## config.mk

```make
export PLATFORM = sky130hd
export DESIGN_NAME = link_top
export DESIGN_NICKNAME = d
export VERILOG_FILES = /design/src/link_pkg.sv /design/src/bag_rx.sv /design/src/bag_tx.sv /design/src/link_cs.sv /design/src/link_top.sv
export VERILOG_INCLUDE_DIRS = /design/src
export SDC_FILE = /design/constraint.sdc
export NUM_CORES = 1
export LEC_CHECK = 0
export BUFFER_PORTS_ARGS = -buffer_cell sky130_fd_sc_hd__buf_2
export CORE_MARGIN = 3
export CORE_UTILIZATION = 55
export CTS_BUF_LIST = sky130_fd_sc_hd__clkbuf_8
export DETAILED_ROUTE_END_ITERATION = 7
export HOLD_SLACK_MARGIN = 0.03
export PLACE_DENSITY_LB_ADDON = 0.12
export SLEW_MARGIN = 5
export SYNTH_ARGS = -nofsm -noshare
export SYNTH_HDL_FRONTEND = slang
export SYNTH_SLANG_ARGS = --single-unit
export TNS_END_PERCENT = 1
```

## constraint.sdc

```tcl
create_clock -name clk -period 2.95 [get_ports clk]
set_input_delay 0 -clock clk [delete_from_list [all_inputs] [get_ports clk]]
set_output_delay 0 -clock clk [all_outputs]
set_load 0.01 [all_outputs]
```

## src/link_settings.svh

```systemverilog
`ifndef LINK_SETTINGS_SVH
`define LINK_SETTINGS_SVH

// clocks per serial bit.
`define LINK_BIT_CYCLES 4
`define LINK_TYPE_BITS 4
`define LINK_DATA_BITS 4

`endif

```

## src/link_pkg.sv

```systemverilog
`include "link_settings.svh"

package link_pkg;

    // bag codes as they travel on the wire.
    typedef enum logic [`LINK_TYPE_BITS-1:0] {
        BAG_INIT   = 4'b0000,
        BAG_ACK    = 4'b0001,
        BAG_NAK    = 4'b0010,
        BAG_STALL  = 4'b0011,
        BAG_DIDX   = 4'b0101,
        BAG_DPARAM = 4'b0110,
        BAG_DDIDX  = 4'b0111,
        BAG_DLINK  = 4'b1000,
        BAG_DTYPE  = 4'b1001,
        BAG_DTEMP  = 4'b1010,
        BAG_DHEAD  = 4'b1100,
        BAG_DATA0  = 4'b1101,
        BAG_DATA1  = 4'b1110
    } bag_type_e;

    // controller states, upper nibble gives the group.
    typedef enum logic [7:0] {
        MAIN_IDLE   = 8'h00,
        MAIN_WAIT   = 8'h01,
        SEND_DATA   = 8'h10,
        SEND_ACK    = 8'h11,
        SEND_NAK    = 8'h12,
        SEND_DONE   = 8'h13,
        SEND_PDATA0 = 8'h14,
        SEND_PDATA1 = 8'h15,
        SEND_PACK   = 8'h16,
        SEND_PNAK   = 8'h17,
        SEND_WNAK   = 8'h18,
        RECV_WAIT   = 8'h20,
        RECV_TAKE   = 8'h21,
        RECV_DONE   = 8'h22,
        READ_DATA   = 8'h40,
        READ_TAKE   = 8'h41,
        READ_DONE   = 8'h42,
        READ_WAIT   = 8'h43
    } cs_state_e;

endpackage

```

## src/bag_rx.sv

```systemverilog
`include "link_settings.svh"

module bag_rx #(
    parameter int BIT_CYCLES = `LINK_BIT_CYCLES
) (
    input  logic                       clk,
    input  logic                       rst,
    input  logic                       rx_line,
    input  logic                       fd_rx,
    output logic                       fs_rx,
    output link_pkg::bag_type_e        rx_btype,
    output logic [`LINK_DATA_BITS-1:0] rx_bdata
);

    localparam int CYC_W = $clog2(BIT_CYCLES + 1);
    localparam int SHIFT_BITS = `LINK_TYPE_BITS + `LINK_DATA_BITS;
    localparam int STOP_BIT = SHIFT_BITS + 1;

    logic                  sync1;
    logic                  sync2;
    logic                  line_q;
    logic                  busy;
    logic [CYC_W-1:0]      cyc_cnt;
    logic [3:0]            bit_cnt;
    logic [SHIFT_BITS-1:0] shreg;
    logic                  sample;
    logic                  take;

    assign sample = busy && (cyc_cnt == CYC_W'(BIT_CYCLES - 1));
    // good stop bit and the output side is free.
    assign take = sample && (bit_cnt == 4'(STOP_BIT)) && sync2 && !fs_rx && !fd_rx;

    always_ff @(posedge clk or posedge rst) begin
        if (rst) begin
            sync1  <= 1'b1;
            sync2  <= 1'b1;
            line_q <= 1'b1;
        end else begin
            sync1  <= rx_line;
            sync2  <= sync1;
            line_q <= sync2;
        end
    end

    always_ff @(posedge clk or posedge rst) begin
        if (rst) begin
            busy    <= 1'b0;
            cyc_cnt <= '0;
            bit_cnt <= '0;
        end else if (!busy) begin
            if (line_q && !sync2) begin
                // half a bit in, so samples land mid-bit.
                busy    <= 1'b1;
                cyc_cnt <= CYC_W'(BIT_CYCLES / 2);
                bit_cnt <= '0;
            end
        end else if (sample) begin
            cyc_cnt <= '0;
            if (bit_cnt == 4'd0 && sync2) begin
                // start bit gone by mid-bit, a glitch.
                busy <= 1'b0;
            end else if (bit_cnt == 4'(STOP_BIT)) begin
                busy <= 1'b0;
            end else begin
                bit_cnt <= bit_cnt + 4'd1;
            end
        end else begin
            cyc_cnt <= cyc_cnt + 1'b1;
        end
    end

    // type first then data, both LSB first.
    always_ff @(posedge clk) begin
        if (sample && bit_cnt != 4'd0 && bit_cnt != 4'(STOP_BIT)) begin
            shreg <= {sync2, shreg[SHIFT_BITS-1:1]};
        end
    end

    always_ff @(posedge clk or posedge rst) begin
        if (rst) begin
            fs_rx <= 1'b0;
        end else if (take) begin
            fs_rx <= 1'b1;
        end else if (fs_rx && fd_rx) begin
            fs_rx <= 1'b0;
        end
    end

    always_ff @(posedge clk) begin
        if (take) begin
            rx_btype <= link_pkg::bag_type_e'(shreg[`LINK_TYPE_BITS-1:0]);
            rx_bdata <= shreg[SHIFT_BITS-1:`LINK_TYPE_BITS];
        end
    end

endmodule

```

## src/bag_tx.sv

```systemverilog
`include "link_settings.svh"

module bag_tx #(
    parameter int BIT_CYCLES = `LINK_BIT_CYCLES
) (
    input  logic                clk,
    input  logic                rst,
    input  logic                fs_tx,
    input  link_pkg::bag_type_e tx_btype,
    output logic                fd_tx,
    output logic                tx_line
);

    localparam int CYC_W = $clog2(BIT_CYCLES + 1);
    // start, type bits, stop.
    localparam int FRAME_BITS = `LINK_TYPE_BITS + 2;

    typedef enum logic [1:0] {
        TX_IDLE,
        TX_SHIFT,
        TX_GUARD,
        TX_DONE
    } tx_state_e;

    tx_state_e              state;
    logic [CYC_W-1:0]       cyc_cnt;
    logic [2:0]             bit_cnt;
    logic [`LINK_TYPE_BITS:0] shreg;
    logic                   bit_end;

    assign bit_end = (cyc_cnt == CYC_W'(BIT_CYCLES - 1));

    always_ff @(posedge clk or posedge rst) begin
        if (rst) begin
            state   <= TX_IDLE;
            cyc_cnt <= '0;
            bit_cnt <= '0;
            fd_tx   <= 1'b0;
            tx_line <= 1'b1;
        end else begin
            case (state)
                TX_IDLE: begin
                    if (fs_tx) begin
                        // start bit goes out at once.
                        tx_line <= 1'b0;
                        cyc_cnt <= '0;
                        bit_cnt <= '0;
                        state   <= TX_SHIFT;
                    end
                end
                TX_SHIFT: begin
                    if (bit_end) begin
                        cyc_cnt <= '0;
                        bit_cnt <= bit_cnt + 3'd1;
                        tx_line <= shreg[0];
                        if (bit_cnt == 3'(FRAME_BITS - 1)) begin
                            state <= TX_GUARD;
                        end
                    end else begin
                        cyc_cnt <= cyc_cnt + 1'b1;
                    end
                end
                TX_GUARD: begin
                    fd_tx <= 1'b1;
                    state <= TX_DONE;
                end
                TX_DONE: begin
                    if (!fs_tx) begin
                        fd_tx <= 1'b0;
                        state <= TX_IDLE;
                    end
                end
                default: state <= TX_IDLE;
            endcase
        end
    end

    // type bits LSB first, ones fill in behind as the stop level.
    always_ff @(posedge clk) begin
        if (state == TX_IDLE && fs_tx) begin
            shreg <= {1'b1, tx_btype};
        end else if (state == TX_SHIFT && bit_end) begin
            shreg <= {1'b1, shreg[`LINK_TYPE_BITS:1]};
        end
    end

endmodule

```

## src/link_cs.sv

```systemverilog
`include "link_settings.svh"

module link_cs (
    input  logic                       clk,
    input  logic                       rst,
    input  logic                       fs_send,
    input  link_pkg::bag_type_e        send_btype,
    output logic                       fd_send,
    output logic                       fs_read,
    input  logic                       fd_read,
    output link_pkg::bag_type_e        read_btype,
    output logic [`LINK_DATA_BITS-1:0] read_bdata,
    output logic [`LINK_DATA_BITS-1:0] device_idx,
    output logic [`LINK_DATA_BITS-1:0] data_idx,
    output logic                       fs_tx,
    input  logic                       fd_tx,
    output link_pkg::bag_type_e        tx_btype,
    input  logic                       fs_rx,
    output logic                       fd_rx,
    input  link_pkg::bag_type_e        rx_btype,
    input  logic [`LINK_DATA_BITS-1:0] rx_bdata
);

    link_pkg::cs_state_e state;
    link_pkg::cs_state_e next_state;
    link_pkg::cs_state_e state_goto;
    logic                read_ok;

    // peer bags that are taken and acknowledged.
    assign read_ok = (rx_btype == link_pkg::BAG_DIDX) ||
                     (rx_btype == link_pkg::BAG_DPARAM) ||
                     (rx_btype == link_pkg::BAG_DDIDX);

    assign fd_send = (state == link_pkg::SEND_DONE);
    assign fs_read = (state == link_pkg::READ_DONE);
    assign fs_tx   = (state == link_pkg::SEND_DATA) ||
                     (state == link_pkg::SEND_ACK) ||
                     (state == link_pkg::SEND_NAK);
    assign fd_rx   = (state == link_pkg::RECV_DONE) ||
                     (state == link_pkg::READ_WAIT) ||
                     (state == link_pkg::SEND_WNAK);

    always_ff @(posedge clk or posedge rst) begin
        if (rst) begin
            state <= link_pkg::MAIN_IDLE;
        end else begin
            state <= next_state;
        end
    end

    always_comb begin
        next_state = state;
        case (state)
            link_pkg::MAIN_IDLE: next_state = link_pkg::MAIN_WAIT;
            link_pkg::MAIN_WAIT: begin
                if (fs_send) begin
                    next_state = link_pkg::SEND_PDATA0;
                end else if (fs_rx && !fd_read) begin
                    // host must have closed the last read first.
                    next_state = link_pkg::READ_DATA;
                end
            end
            link_pkg::SEND_PDATA0: next_state = link_pkg::SEND_DATA;
            link_pkg::SEND_PDATA1: next_state = link_pkg::SEND_DATA;
            link_pkg::SEND_DATA: begin
                if (fd_tx) next_state = link_pkg::RECV_WAIT;
            end
            link_pkg::RECV_WAIT: begin
                if (fs_rx) next_state = link_pkg::RECV_TAKE;
            end
            link_pkg::RECV_TAKE: next_state = link_pkg::RECV_DONE;
            link_pkg::RECV_DONE: begin
                if (!fs_rx) next_state = state_goto;
            end
            link_pkg::SEND_DONE: begin
                if (!fs_send) next_state = link_pkg::MAIN_WAIT;
            end
            link_pkg::READ_DATA: begin
                if (read_ok) begin
                    next_state = link_pkg::READ_TAKE;
                end else begin
                    next_state = link_pkg::SEND_WNAK;
                end
            end
            link_pkg::READ_TAKE: next_state = link_pkg::READ_WAIT;
            link_pkg::READ_WAIT: begin
                if (!fs_rx) next_state = link_pkg::SEND_PACK;
            end
            link_pkg::SEND_WNAK: begin
                if (!fs_rx) next_state = link_pkg::SEND_PNAK;
            end
            link_pkg::SEND_PACK: next_state = link_pkg::SEND_ACK;
            link_pkg::SEND_PNAK: next_state = link_pkg::SEND_NAK;
            link_pkg::SEND_ACK, link_pkg::SEND_NAK: begin
                if (fd_tx) next_state = link_pkg::READ_DONE;
            end
            link_pkg::READ_DONE: begin
                if (fd_read) next_state = link_pkg::MAIN_WAIT;
            end
            default: next_state = link_pkg::MAIN_IDLE;
        endcase
    end

    // where to go once the peer answer is released.
    always_ff @(posedge clk or posedge rst) begin
        if (rst) begin
            state_goto <= link_pkg::MAIN_IDLE;
        end else if (state == link_pkg::RECV_TAKE) begin
            case (rx_btype)
                link_pkg::BAG_ACK: state_goto <= link_pkg::SEND_DONE;
                link_pkg::BAG_NAK: state_goto <= link_pkg::SEND_PDATA1;
                default:           state_goto <= link_pkg::MAIN_IDLE;
            endcase
        end
    end

    always_ff @(posedge clk or posedge rst) begin
        if (rst) begin
            read_btype <= link_pkg::BAG_INIT;
            read_bdata <= '0;
        end else if (state == link_pkg::MAIN_IDLE || state == link_pkg::MAIN_WAIT) begin
            read_btype <= link_pkg::BAG_INIT;
            read_bdata <= '0;
        end else if (state == link_pkg::READ_TAKE) begin
            read_btype <= rx_btype;
            read_bdata <= rx_bdata;
        end
    end

    always_ff @(posedge clk or posedge rst) begin
        if (rst) begin
            device_idx <= '0;
            data_idx   <= '0;
        end else if (state == link_pkg::READ_TAKE) begin
            if (rx_btype == link_pkg::BAG_DIDX) device_idx <= rx_bdata;
            if (rx_btype == link_pkg::BAG_DDIDX) data_idx <= rx_bdata;
        end
    end

    always_ff @(posedge clk or posedge rst) begin
        if (rst) begin
            tx_btype <= link_pkg::BAG_INIT;
        end else begin
            case (state)
                link_pkg::MAIN_IDLE, link_pkg::MAIN_WAIT: tx_btype <= link_pkg::BAG_INIT;
                link_pkg::SEND_PDATA0: tx_btype <= send_btype;
                link_pkg::SEND_PDATA1: begin
                    // retry toggles DATA0, anything else goes again as is.
                    if (tx_btype == link_pkg::BAG_DATA0) tx_btype <= link_pkg::BAG_DATA1;
                end
                link_pkg::SEND_PACK: tx_btype <= link_pkg::BAG_ACK;
                link_pkg::SEND_PNAK: tx_btype <= link_pkg::BAG_NAK;
                default: tx_btype <= tx_btype;
            endcase
        end
    end

endmodule

```

## src/link_top.sv

```systemverilog
`include "link_settings.svh"

module link_top #(
    parameter int BIT_CYCLES = `LINK_BIT_CYCLES
) (
    input  logic                       clk,
    input  logic                       rst,
    input  logic                       rx_line,
    output logic                       tx_line,
    input  logic                       fs_send,
    input  link_pkg::bag_type_e        send_btype,
    output logic                       fd_send,
    output logic                       fs_read,
    input  logic                       fd_read,
    output link_pkg::bag_type_e        read_btype,
    output logic [`LINK_DATA_BITS-1:0] read_bdata,
    output logic [`LINK_DATA_BITS-1:0] device_idx,
    output logic [`LINK_DATA_BITS-1:0] data_idx
);

    // transmit handshake.
    logic                       fs_tx;
    logic                       fd_tx;
    link_pkg::bag_type_e        tx_btype;
    // receive handshake.
    logic                       fs_rx;
    logic                       fd_rx;
    link_pkg::bag_type_e        rx_btype;
    logic [`LINK_DATA_BITS-1:0] rx_bdata;

    link_cs u_cs (
        .clk        (clk),
        .rst        (rst),
        .fs_send    (fs_send),
        .send_btype (send_btype),
        .fd_send    (fd_send),
        .fs_read    (fs_read),
        .fd_read    (fd_read),
        .read_btype (read_btype),
        .read_bdata (read_bdata),
        .device_idx (device_idx),
        .data_idx   (data_idx),
        .fs_tx      (fs_tx),
        .fd_tx      (fd_tx),
        .tx_btype   (tx_btype),
        .fs_rx      (fs_rx),
        .fd_rx      (fd_rx),
        .rx_btype   (rx_btype),
        .rx_bdata   (rx_bdata)
    );

    bag_tx #(.BIT_CYCLES(BIT_CYCLES)) u_tx (
        .clk      (clk),
        .rst      (rst),
        .fs_tx    (fs_tx),
        .tx_btype (tx_btype),
        .fd_tx    (fd_tx),
        .tx_line  (tx_line)
    );

    bag_rx #(.BIT_CYCLES(BIT_CYCLES)) u_rx (
        .clk      (clk),
        .rst      (rst),
        .rx_line  (rx_line),
        .fd_rx    (fd_rx),
        .fs_rx    (fs_rx),
        .rx_btype (rx_btype),
        .rx_bdata (rx_bdata)
    );

endmodule

```

==> results of run 1 <==
## power by group
part / total, uW / internal [uW] / leakage (uW) / switching, uW
combinational: 1180 / 512 / 0.000774 / 667
sequential: 1500 / 1270 / 0.000863 / 229
clock: 692 / 323 / 0.0000895 / 369
total: 3370 / 2100 / 0.00173 / 1260
## registers in the layout (all words and copies together), names as in the netlist, 2 cells and up
name and flops:
u_tx.bit_cnt 3, u_rx.cyc_cnt 3, u_cs.device_idx 4, u_cs.state 7, u_rx.rx_btype 4, u_tx.shreg 4, u_tx.state 2, u_cs.tx_btype 4
u_cs.state_goto 3, u_rx.shreg 8, u_cs.data_idx 4, u_cs.read_bdata 4, u_rx.rx_bdata 4, u_tx.cyc_cnt 3, u_rx.bit_cnt 4, u_cs.read_btype 4
## worst max-delay path, cell delays in order, from the launching register on
cell	delay, ns
sky130_fd_sc_hd__dfrtp_1	0.37
sky130_fd_sc_hd__ha_1	0.17
sky130_fd_sc_hd__nor2b_1	0.25
sky130_fd_sc_hd__nand2_1	0.18
sky130_fd_sc_hd__or4_1	0.54
sky130_fd_sc_hd__a2111oi_2	0.30
sky130_fd_sc_hd__buf_4	0.23
## worst paths after layout
check                           slack, ns                        start                        endpoint
worst max-delay path                 0.62  u_rx.cyc_cnt[0]$_DFFE_PP0P_      u_rx.rx_btype[2]$_DFFE_PP_
worst min-delay path                 0.06                      fs_send       u_cs.state[2]$_DFFE_PP0P_
worst max register to register       0.62  u_rx.cyc_cnt[0]$_DFFE_PP0P_      u_rx.rx_btype[2]$_DFFE_PP_
worst min register to register       0.36         u_rx.sync1$_DFF_PP1_            u_rx.sync2$_DFF_PP1_
max in group asynchronous            1.80                          rst  u_cs.read_btype[3]$_DFFE_PP0P_
min in group asynchronous            0.46                          rst     u_rx.cyc_cnt[0]$_DFFE_PP0P_
## through the flow
stage | setup WS [ns] | total power [uW] | std cells
after global placement | 0.713 | 2650 | 419
after CTS | 0.599 | 3390 | 441
final | 0.619 | 3370 | 441
after global routing | 0.380 | 3630 | 441
after floorplan | 0.139 | 2410 | 327
after detailed placement | 0.629 | 2680 | 419
## cells by family (layout without fill, tap and decap cells)
group | count (synthesis) | count (layout) | share of synthesized area [%]
fa+ha+maj | 11 | 11 | 3.83
buf+inv | 28 | 67 | 4.14
mux | 22 | 22 | 7.00
xor+xnor | 2 | 2 | 0.488
compound gates | 64 | 64 | 12.0
flops | 72 | 72 | 53.1
simple gates | 128 | 128 | 19.5
## placed cells by master, fill, tap and decap left out, types with 2 or more instances in the layout
cell type	n
sky130_fd_sc_hd__mux2_2	12
sky130_fd_sc_hd__o21ai_0	13
sky130_fd_sc_hd__mux2i_1	6
sky130_fd_sc_hd__nor3b_1	3
sky130_fd_sc_hd__clkinv_2	2
sky130_fd_sc_hd__nand2_1	41
sky130_fd_sc_hd__buf_2	27
sky130_fd_sc_hd__or4b_2	2
sky130_fd_sc_hd__nor2b_1	5
sky130_fd_sc_hd__a31oi_1	3
sky130_fd_sc_hd__clkinvlp_4	2
sky130_fd_sc_hd__dlygate4sd3_1	6
sky130_fd_sc_hd__nor4b_2	3
sky130_fd_sc_hd__a22o_1	2
sky130_fd_sc_hd__a21oi_1	22
sky130_fd_sc_hd__nand3b_1	5
sky130_fd_sc_hd__inv_1	12
sky130_fd_sc_hd__nand3_1	16
sky130_fd_sc_hd__or3_1	3
sky130_fd_sc_hd__dfrtp_1	48
sky130_fd_sc_hd__ha_1	11
sky130_fd_sc_hd__nor3_1	4
sky130_fd_sc_hd__and3_1	6
sky130_fd_sc_hd__nand2b_1	7
sky130_fd_sc_hd__nor2_1	19
sky130_fd_sc_hd__clkbuf_8	10
sky130_fd_sc_hd__o21a_1	2
sky130_fd_sc_hd__edfxtp_1	20
sky130_fd_sc_hd__buf_4	5
sky130_fd_sc_hd__mux2_4	3
sky130_fd_sc_hd__o22ai_1	3
sky130_fd_sc_hd__dfstp_2	4
sky130_fd_sc_hd__xnor2_1	2
## cell type report
cell class	instances	area, um^2
Tap cell	75	93.8
Clock buffer	10	138
Clock inverter	6	37.5
Sequential cell	72	1910
Timing Repair Buffer	38	233
Multi-Input combinational cell	227	1540
Fill cell	495	2130
Inverter	13	48.8
## routing by layer
metal | GRT usage (%) | wire (um) | share of wire, %
met5 | 0 | 0 | 0
met4 | 8.36 | 111 | 1.6
met3 | 5.42 | 361 | 5.2
met2 | 32.9 | 3290 | 47
met1 | 28.4 | 3240 | 46
==> summary.log, run 1 <==
[status] result of the run finished, final reports clean
[critical_path] element type at the critical path end flip-flop
[synthesis] top cell type by total area after synthesis sky130_fd_sc_hd__dfrtp_1
[sta] Final Max Slew Viols 0
[drt] Wirelength per Cell 15.9 um
[floorplanning] height of the die 86.8 um
[global_route] wire length of the first global-routing pass 12300 um
[floorplanning] boundary pin count 28
[cts] Clock Sink Count 72
[synthesis] flip-flop cell with the highest count after synthesis sky130_fd_sc_hd__dfrtp_1
[synthesis] number of warnings issued by yosys 0
[sta] highest achievable clock rate 429 MHz
[floorplanning] die footprint 7540 um^2
[sta] TNS Setup 0 ns
[drt] detailed-route wire length 7000 um
[floorplanning] initial standard-cell utilization of the core 58.6%
[cts] CTS tree done
[synthesis] number of nets in the synthesized netlist 347
[sta] transition at the pin with the smallest max-transition slack 1.08 ns
[cells_and_area] number of diodes added for antenna fixing 0
[synthesis] async set-or-reset flop fraction in the synthesized netlist 72.2%
[cells_and_area] share of post-route cells with drive strength above 1 22.4%
[synthesis] syn avg cell area 11.0 um^2
[drt] total via count after detailed routing 2586
[global_route] pin count of the biggest net entering global routing 53
[drt] first-pass detailed-route iteration total 4
[flow_run] total of max-cap violations 0
[critical_path] arrival time of the worst setup path 2.38 ns
[placement] number of port buffers 27
[placement] placer's final routability congestion estimate 0.907
[drt] drt drc 0
[critical_path] Critical Setup Path Class reg2reg
[cells_and_area] Finished Cell Area 4000 um^2
[sta] worst rel slew slack 28.3%
[synthesis] EDFF count, synth 20
[placement] total placed instance area 3770 um^2
[sta] final period utilization 79.0%
[cts] Post CTS Setup Buffer Count 0
[placement] placed wire-length estimate 4880 um
[drt] vias per std cell 5.86
[global_route] initial antenna violation count 0
[critical_path] CP Launch Type flip-flop
[cells_and_area] area grow syn2layout 11.4%
[sta] final setup vio count 0
[drt] Detail Route Antenna Nets 0
[floorplanning] Core Rows 28
[synthesis] cell with the most instances after synthesis sky130_fd_sc_hd__dfrtp_1
[synthesis] post-synthesis instance total 327
[sta] post-route worst hold slack 0.0604 ns
[global_route] overall overflow remaining after global route 0
[synthesis] top cells by area, synth sky130_fd_sc_hd__dfrtp_1 33%, sky130_fd_sc_hd__edfxtp_1 17%, sky130_fd_sc_hd__nand2_1 4.3%, sky130_fd_sc_hd__ha_1 3.8%, sky130_fd_sc_hd__mux2_2 3.8%
[cts] number of hold buffers added after cts 6
[floorplanning] Die Wd 86.8 um
[sta] min Tclk post-route 2.33 ns
[synthesis] top cell type's share of synthesized area 33.4%
[global_route] GRT Overall Usage 21.2%
[critical_path] required time of the worst setup path 3.00 ns
[cells_and_area] net count reported at finish 381
[power] Pwr Density 842 nW/um^2
[floorplanning] CORE AREA 6130 um^2
[cts] cell chosen for the clock root sky130_fd_sc_hd__clkbuf_8
[critical_path] Crit Path Max Fanout 8
[cells_and_area] final core occ 65.3%
[worst_hold_path] Hold Crit Depth 3
[synthesis] synthesized flop and latch total 72
[cts] buffer depth of the longest clock path 2
[cts] CTS Buf Count 9
[synthesis] share of synthesized area occupied by flip-flops and latches 53.1%
[drt] 1st-iter DRT viols 104
[power] largest vdd supply drop 0.000533 V
[synthesis] number of unique standard cell types used by synthesis 65
[synthesis] cell types with the highest counts after synthesis 48 x sky130_fd_sc_hd__dfrtp_1, 41 x sky130_fd_sc_hd__nand2_1, 22 x sky130_fd_sc_hd__a21oi_1
[cts] Clk Latency, worst-skew pair 0.35 ns
[critical_path] logic depth of the worst register-to-register path 6
[cts] clock-pin slew of the registers on the worst-case setup and hold paths 0.08 ns
[power] cell leakage power 0.00173 uW
[cts] number of H-tree levels 3
[sta] Clock Skews 0.0128 ns
[worst_hold_path] Min-Delay Path Class in2reg
[cts] Post-CTS Resized 0
[sta] Hold Violations, Final 0
[sta] RSZ-0062 raised after global routing no
[global_route] vias in the first global route 2649
[synthesis] combined area of all synthesized cells 3590 um^2
(Power assumes the default switching activity.)
==> run 2, diff against run 1 <==
==> constraint.sdc (replaced) <==
create_clock -name clk -period 2.08 [get_ports clk]
set_input_delay 0 -clock clk [delete_from_list [all_inputs] [get_ports clk]]
set_output_delay 0 -clock clk [all_outputs]
set_load 0.01 [all_outputs]
==> run 2 against run 1 <==
Fmax increased by 16%; register-to-register slack got worse by 0.55 ns; via count increased by 4.1%; flip-flop and latch count unchanged.
==> summary.log, run 2 (synthesis gave the netlist of run 1 again) <==
[floorplanning] boundary pin count 28 [unchanged]
[floorplanning] Core Rows 28 [unchanged]
[power] cell leakage power 0.00186 uW [+7.5%]
[placement] number of port buffers 27 [unchanged]
[power] largest vdd supply drop 0.000762 V [+43%]
[cells_and_area] most frequent standard cell in the layout excluding fill and tap cells sky130_fd_sc_hd__dfrtp_1
[critical_path] element type at the critical path end flip-flop
[floorplanning] Die Wd 86.8 um [unchanged]
[power] Pwr Density 1200 nW/um^2 [+42%]
[drt] detailed-route wire length 7440 um [+6.2%]
[cells_and_area] Top reg by flops u_rx.shreg
[cells_and_area] share of post-route cells with drive strength above 1 29.8% [+7.4 points]
[status] result of the run finished, final reports clean
[cts] Clk Latency, worst-skew pair 0.34 ns [about the same]
[floorplanning] height of the die 86.8 um [unchanged]
[critical_path] Critical Setup Path Class reg2reg
[sta] transition at the pin with the smallest max-transition slack 0.673 ns [-0.402 ns]
[cts] CTS Buf Count 9 [unchanged]
[sta] TNS Setup 0 ns [unchanged]
[drt] vias per std cell 5.80 [-1.1%]
[sta] setup slack after layout 0.0667 ns [-0.553 ns]
[cells_and_area] area grow syn2layout 18.0%
[global_route] overall overflow remaining after global route 0 [unchanged]
[cts] cell chosen for the clock root sky130_fd_sc_hd__clkbuf_8
[critical_path] CP Launch Type flip-flop
[flow_run] total of max-cap violations 0 [unchanged]
[placement] Post-Place Setup Slack 0.0529 ns [-0.576 ns]
[drt] Wirelength per Cell 16.0 um [+0.98%]
[global_route] initial antenna violation count 0 [unchanged]
[cts] CTS tree done
[cells_and_area] top flop regs u_rx.shreg x8, u_cs.state x7
[sta] final setup vio count 0 [unchanged]
[drt] drt drc 0 [unchanged]
[critical_path] critical path cell sequence nor4b_2 -> buf_4 -> nand2_2 -> nor2_1 -> and3_2 -> mux2_2
[floorplanning] initial standard-cell utilization of the core 58.6% [unchanged]
[cells_and_area] count of fill cells added during filler insertion 459 [-7.3%]
[floorplanning] die footprint 7540 um^2 [unchanged]
[global_route] vias in the first global route 2731 [+3.1%]
[sta] min Tclk post-route 2.01 ns [-0.317 ns]
[sta] Hold Violations, Final 0 [unchanged]
[cts] buffer depth of the longest clock path 2 [unchanged]
[sta] final period utilization 96.8% [+18 points]
[worst_hold_path] Min-Delay Path Class in2reg
[cells_and_area] leading cell types in the layout, fill and taps excluded 44 x sky130_fd_sc_hd__dfrtp_1, 40 x sky130_fd_sc_hd__nand2_1, 27 x sky130_fd_sc_hd__buf_2, 27 x sky130_fd_sc_hd__buf_4, 22 x sky130_fd_sc_hd__a21oi_1
[critical_path] arrival time of the worst setup path 2.25 ns [-0.13 ns]
[cts] clock-pin slew of the registers on the worst-case setup and hold paths 0.09 ns [about the same]
[sta] Clock Skews 0.00936 ns [-0.00344 ns]
[global_route] pin count of the biggest net entering global routing 53 [unchanged]
[cts] Clock Sink Count 72 [unchanged]
[cts] number of H-tree levels 3 [unchanged]
[global_route] GRT Overall Usage 21.6% [+0.43 points]
[global_route] wire length of the first global-routing pass 12600 um [+2.5%]
[drt] total via count after detailed routing 2691 [+4.1%]
[critical_path] Crit Path Max Fanout 11 [+3]
[placement] placer's final routability congestion estimate 0.920 [+1.5%]
[sta] post-route worst hold slack 0.132 ns [+0.0713 ns]
[critical_path] required time of the worst setup path 2.32 ns [-0.68 ns]
[sta] worst rel slew slack 55.1% [+27 points]
[cts] Post CTS Setup Buffer Count 0 [unchanged]
[cells_and_area] Largest register FFs 8 [unchanged]
[drt] first-pass detailed-route iteration total 4 [unchanged]
[drt] Detail Route Antenna Nets 0 [unchanged]
[sta] Final Max Slew Viols 0 [unchanged]
[sta] highest achievable clock rate 497 MHz [+16%]
[critical_path] Max stage delay on crit path 0.49 ns [-0.05 ns]
[floorplanning] CORE AREA 6130 um^2 [unchanged]
[sta] RSZ-0062 raised after global routing yes
[drt] 1st-iter DRT viols 196 [+88%]
[cells_and_area] net count reported at finish 404 [+6.0%]
[placement] placed wire-length estimate 5300 um [+8.5%]
[critical_path] slowest CP cell sky130_fd_sc_hd__dfrtp_2
[cells_and_area] number of diodes added for antenna fixing 0 [unchanged]
==> run 2: through the flow <==
stage	util, %	cell area [um^2]	total power (uW)	cells
after floorplan	-	3620	3430	327
after global placement	64.6	3960	3940	442
after detailed placement	64.6	3960	3980	442
after CTS	68.7	4210	5060	464
after global routing	69.2	4240	5430	464
final	69.2	4240	5070	464
==> run 2: worst paths after layout <==
| check | end | cells past startpoint | slack (ns) | from |
|---|---|---|---|---|
| max reg2reg | u_cs.data_idx[1]$_DFFE_PP0P_ | 6 | 0.07 | u_cs.state[1]$_DFFE_PP0P_ |
| min in group asynchronous | u_rx.bit_cnt[0]$_DFFE_PP0P_ | 4 | 0.37 | rst |
| max in group asynchronous | u_cs.state[3]$_DFFE_PP0P_ | 4 | 1.20 | rst |
| max | u_cs.data_idx[1]$_DFFE_PP0P_ | 6 | 0.07 | u_cs.state[1]$_DFFE_PP0P_ |
| min reg2reg | u_rx.sync2$_DFF_PP1_ | 0 | 0.36 | u_rx.sync1$_DFF_PP1_ |
| min | u_cs.state[2]$_DFFE_PP0P_ | 3 | 0.13 | fs_send |
==> run 2: area by class of cell <==
class	instances	area, um^2	share of cell area, %
sequential	72	1910	45.1
tap	75	93.8	2.21
multi-input combinational	227	1590	37.4
timing repair buffer	61	409	9.65
clock buffer	9	124	2.92
clock inverter	7	66.3	1.56
inverter	13	48.8	1.15
==> run 2: power breakdown <==
group / total [uW] / leakage [uW] / internal (uW) / switching [uW]
sequential: 2110 / 0.000857 / 1800 / 308
clock: 1060 / 0.0000991 / 469 / 591
combinational: 1900 / 0.000900 / 869 / 1030
total: 5070 / 0.00186 / 3140 / 1930
==> run 2: per-layer routing <==
metal	share of wire, %	global-route usage, %	up-vias
met3	4.4	5.23	10
li1	-	-	1291
met5	0	0	-
met4	1.1	8.64	0
met1	46	29.4	1313
met2	48	33.3	77
==> run 2: repair_timing <==
action,4_1_cts,5_1_grt
hold endpoints to repair,53,0
resized for setup,0,10
setup endpoints to repair,0,17
hold buffers,6,0
==> run 2: critical path, delay by kind of cell (launching register included) <==
family                 cells  cell delay (ns)
flip-flops                 1             0.49
AND/OR/NAND/NOR            4             0.83
buffers and inverters      1             0.24
multiplexers               1             0.35
==> run 3, diff against run 2 <==
--- a/config.mk
+++ b/config.mk
@@ -7,12 +7,14 @@
 export NUM_CORES = 1
 export LEC_CHECK = 0
 export BUFFER_PORTS_ARGS = -buffer_cell sky130_fd_sc_hd__buf_2
+export CORE_ASPECT_RATIO = 1.25
 export CORE_MARGIN = 3
 export CORE_UTILIZATION = 55
 export CTS_BUF_LIST = sky130_fd_sc_hd__clkbuf_8
 export DETAILED_ROUTE_END_ITERATION = 7
 export HOLD_SLACK_MARGIN = 0.03
 export PLACE_DENSITY_LB_ADDON = 0.12
+export SKIP_CTS_REPAIR_TIMING = 1
 export SLEW_MARGIN = 5
 export SYNTH_ARGS = -nofsm -noshare
 export SYNTH_HDL_FRONTEND = slang
==> run 3 against run 2 <==
Clock skew barely moved; critical path type unchanged; hold slack got worse by 0.033 ns; first-iteration DRC count fell by 23%; cell area rose by 0.38%; worst setup slack improved by 0.023 ns; die area barely moved; flip-flop and latch count did not move; combinational power barely moved; via count fell by 0.78%; critical endpoint is now u_cs.state[4]$_DFFE_PP0P_; routed wire length fell by 1.3%; register-to-register slack improved by 0.02 ns.
==> summary.log, run 3 (synthesis gave the netlist of run 1 again) <==
[sta] Clock Skews 0.00923 ns [-0.000132 ns]
[drt] first-pass detailed-route iteration total 5 [+1]
[sta] post-route worst hold slack 0.0989 ns [-0.0328 ns]
[cells_and_area] top flop regs u_rx.shreg x8, u_cs.state x7
[cells_and_area] area grow syn2layout 18.5%
[critical_path] buffer and inverter count on the worst path 0 [-1]
[drt] vias per std cell 5.64 [-2.7%]
[cells_and_area] Largest register FFs 8 [unchanged]
[sta] final setup vio count 0 [unchanged]
[critical_path] CP Launch Type flip-flop
[critical_path] element type at the critical path end flip-flop
[floorplanning] CORE AREA 6250 um^2 [+1.9%]
[cts] clock-pin slew of the registers on the worst-case setup and hold paths 0.07 ns [-0.02 ns]
[cells_and_area] Finished Cell Area 4260 um^2 [+0.38%]
[cells_and_area] Top reg by flops u_rx.shreg
[floorplanning] boundary pin count 28 [unchanged]
[floorplanning] initial standard-cell utilization of the core 57.5% [-1.1 points]
[cts] buffer depth of the longest clock path 2 [unchanged]
[cts] CTS Buf Count 9 [unchanged]
[placement] total placed instance area 3970 um^2 [+0.25%]
[global_route] vias in the first global route 2556 [-6.4%]
[critical_path] family with the most delay on the worst path simple AND/OR/NAND/NOR gates
[drt] drt drc 0 [unchanged]
[cts] Clk Latency, worst-skew pair 0.33 ns [about the same]
[critical_path] Max stage delay on crit path 0.57 ns [+0.08 ns]
[critical_path] slowest CP cell sky130_fd_sc_hd__or4b_1
[drt] detailed-route wire length 7340 um [-1.3%]
[power] cell leakage power 0.00186 uW [+0.39%]
[placement] number of port buffers 27 [unchanged]
[drt] Wirelength per Cell 15.5 um [-3.1%]
[critical_path] Critical Setup Path Class reg2reg
[cells_and_area] final core occ 68.2% [-1.0 points]
[floorplanning] Die Wd 78.3 um [-9.8%]
[critical_path] required time of the worst setup path 2.30 ns [-0.02 ns]
[global_route] overall overflow remaining after global route 0 [unchanged]
[cts] number of H-tree levels 3 [unchanged]
[sta] TNS Setup 0 ns [unchanged]
[power] Pwr Density 1190 nW/um^2 [-0.30%]
[drt] Detail Route Antenna Nets 0 [unchanged]
[sta] worst rel slew slack 65.9% [+11 points]
[sta] final period utilization 95.7% [-1.1 points]
[placement] placed wire-length estimate 5240 um [-1.1%]
[floorplanning] die footprint 7550 um^2 [about the same]
[critical_path] critical path cell sequence or4b_1 -> nor3_2 -> o2bb2ai_2 -> a211oi_4 -> mux2_4
[critical_path] reg-to-reg critical path startpoint u_cs.state[2]$_DFFE_PP0P_
[cts] Clock Sink Count 72 [unchanged]
[global_route] initial antenna violation count 0 [unchanged]
[floorplanning] height of the die 96.4 um [+11%]
[sta] RSZ-0062 raised after global routing no
[cells_and_area] most frequent standard cell in the layout excluding fill and tap cells sky130_fd_sc_hd__dfrtp_1
[placement] placer's final routability congestion estimate 0.985 [+7.1%]
[sta] transition at the pin with the smallest max-transition slack 0.509 ns [-0.164 ns]
[cts] CTS tree done
[global_route] wire length of the first global-routing pass 11800 um [-6.6%]
[sta] Final Max Slew Viols 0 [unchanged]
[drt] 1st-iter DRT viols 151 [-23%]
[global_route] GRT Overall Usage 20.1% [-1.5 points]
[cells_and_area] share of post-route cells with drive strength above 1 28.1% [-1.7 points]
[cells_and_area] leading cell types in the layout, fill and taps excluded 44 x sky130_fd_sc_hd__dfrtp_1, 40 x sky130_fd_sc_hd__nand2_1, 27 x sky130_fd_sc_hd__buf_2
[critical_path] arrival time of the worst setup path 2.21 ns [-0.04 ns]
[cells_and_area] number of diodes added for antenna fixing 0 [unchanged]
[worst_hold_path] launch instance of the worst min-delay path fs_send
[critical_path] Crit Path Max Fanout 10 [-1]
[status] result of the run finished, final reports clean
[critical_path] timing startpoint of the critical path u_cs.state[2]$_DFFE_PP0P_
[drt] total via count after detailed routing 2670 [-0.78%]
[sta] min Tclk post-route 1.99 ns [-0.0234 ns]
[floorplanning] Core Rows 32 [+14%]
[global_route] pin count of the biggest net entering global routing 32 [-40%]
[sta] Hold Violations, Final 0 [unchanged]
[sta] highest achievable clock rate 503 MHz [+1.2%]
[cts] cell chosen for the clock root sky130_fd_sc_hd__clkbuf_8
[flow_run] total of max-cap violations 0 [unchanged]
[cells_and_area] net count reported at finish 403 [-0.25%]
[power] largest vdd supply drop 0.000748 V [-2.0%]
[worst_hold_path] Min-Delay Path Class in2reg
[run 3: cell count changes in the layout (fill, tap and decap cells not counted), sizes merged]
cell / before / now
buf: 55 / 54
clkinv: 2 / 4
clkbuf: 9 / 10
bufinv: 0 / 1
inv: 18 / 14
[run 3: per-stage QoR]
stage	total power (uW)	setup WS, ns	std cells
finish	5070	0.0901	473
global route	5420	0.00585	473
CTS	5040	0.0188	466
detailed placement	3980	0.0536	450
global placement	3930	0.0900	450
floorplan	3430	0.0133	327
[run 3: tightest hold or removal path: stages]
cell,delay [ns]
sky130_fd_sc_hd__buf_2,0.14
sky130_fd_sc_hd__a21oi_1,0.10
sky130_fd_sc_hd__a21boi_0,0.15
[run 3: power by group]
part	total (uW)	internal (uW)	switching, uW
sequential	2120	1800	315
combinational	1900	879	1030
clock	1050	570	479
total	5070	3250	1820
[run 3: worst paths after layout]
check	endpoint	slack (ns)	cells past startpoint
min in group asynchronous	u_rx.bit_cnt[0]$_DFFE_PP0P_	0.23	3
hold / removal	u_cs.state[2]$_DFFE_PP0P_	0.1	3
setup reg to reg	u_cs.state[4]$_DFFE_PP0P_	0.09	5
hold reg to reg	u_rx.sync2$_DFF_PP1_	0.36	0
setup / recovery	u_cs.state[4]$_DFFE_PP0P_	0.09	5
max in group asynchronous	u_tx.tx_line$_DFFE_PP1P_	1.25	4
[run 3: per-layer routing]
| layer | vias up | global-route usage (%) | wire length [um] |
|---|---|---|---|
| met5 | - | 0 | 0 |
| met4 | 0 | 9.62 | 96 |
| met3 | 9 | 3.53 | 301 |
| met2 | 58 | 34.0 | 3770 |
| met1 | 1311 | 25.4 | 3180 |
| li1 | 1292 | - | - |
[run 3: layout make-up]
class	instances	area, um^2
fillers	488	1990
flip-flops and latches	72	1910
multi-input cells	227	1590
repair buffers	60	414
clock buffers	10	138
well taps	85	106
clock inverters	6	51.3
inverters	13	48.8
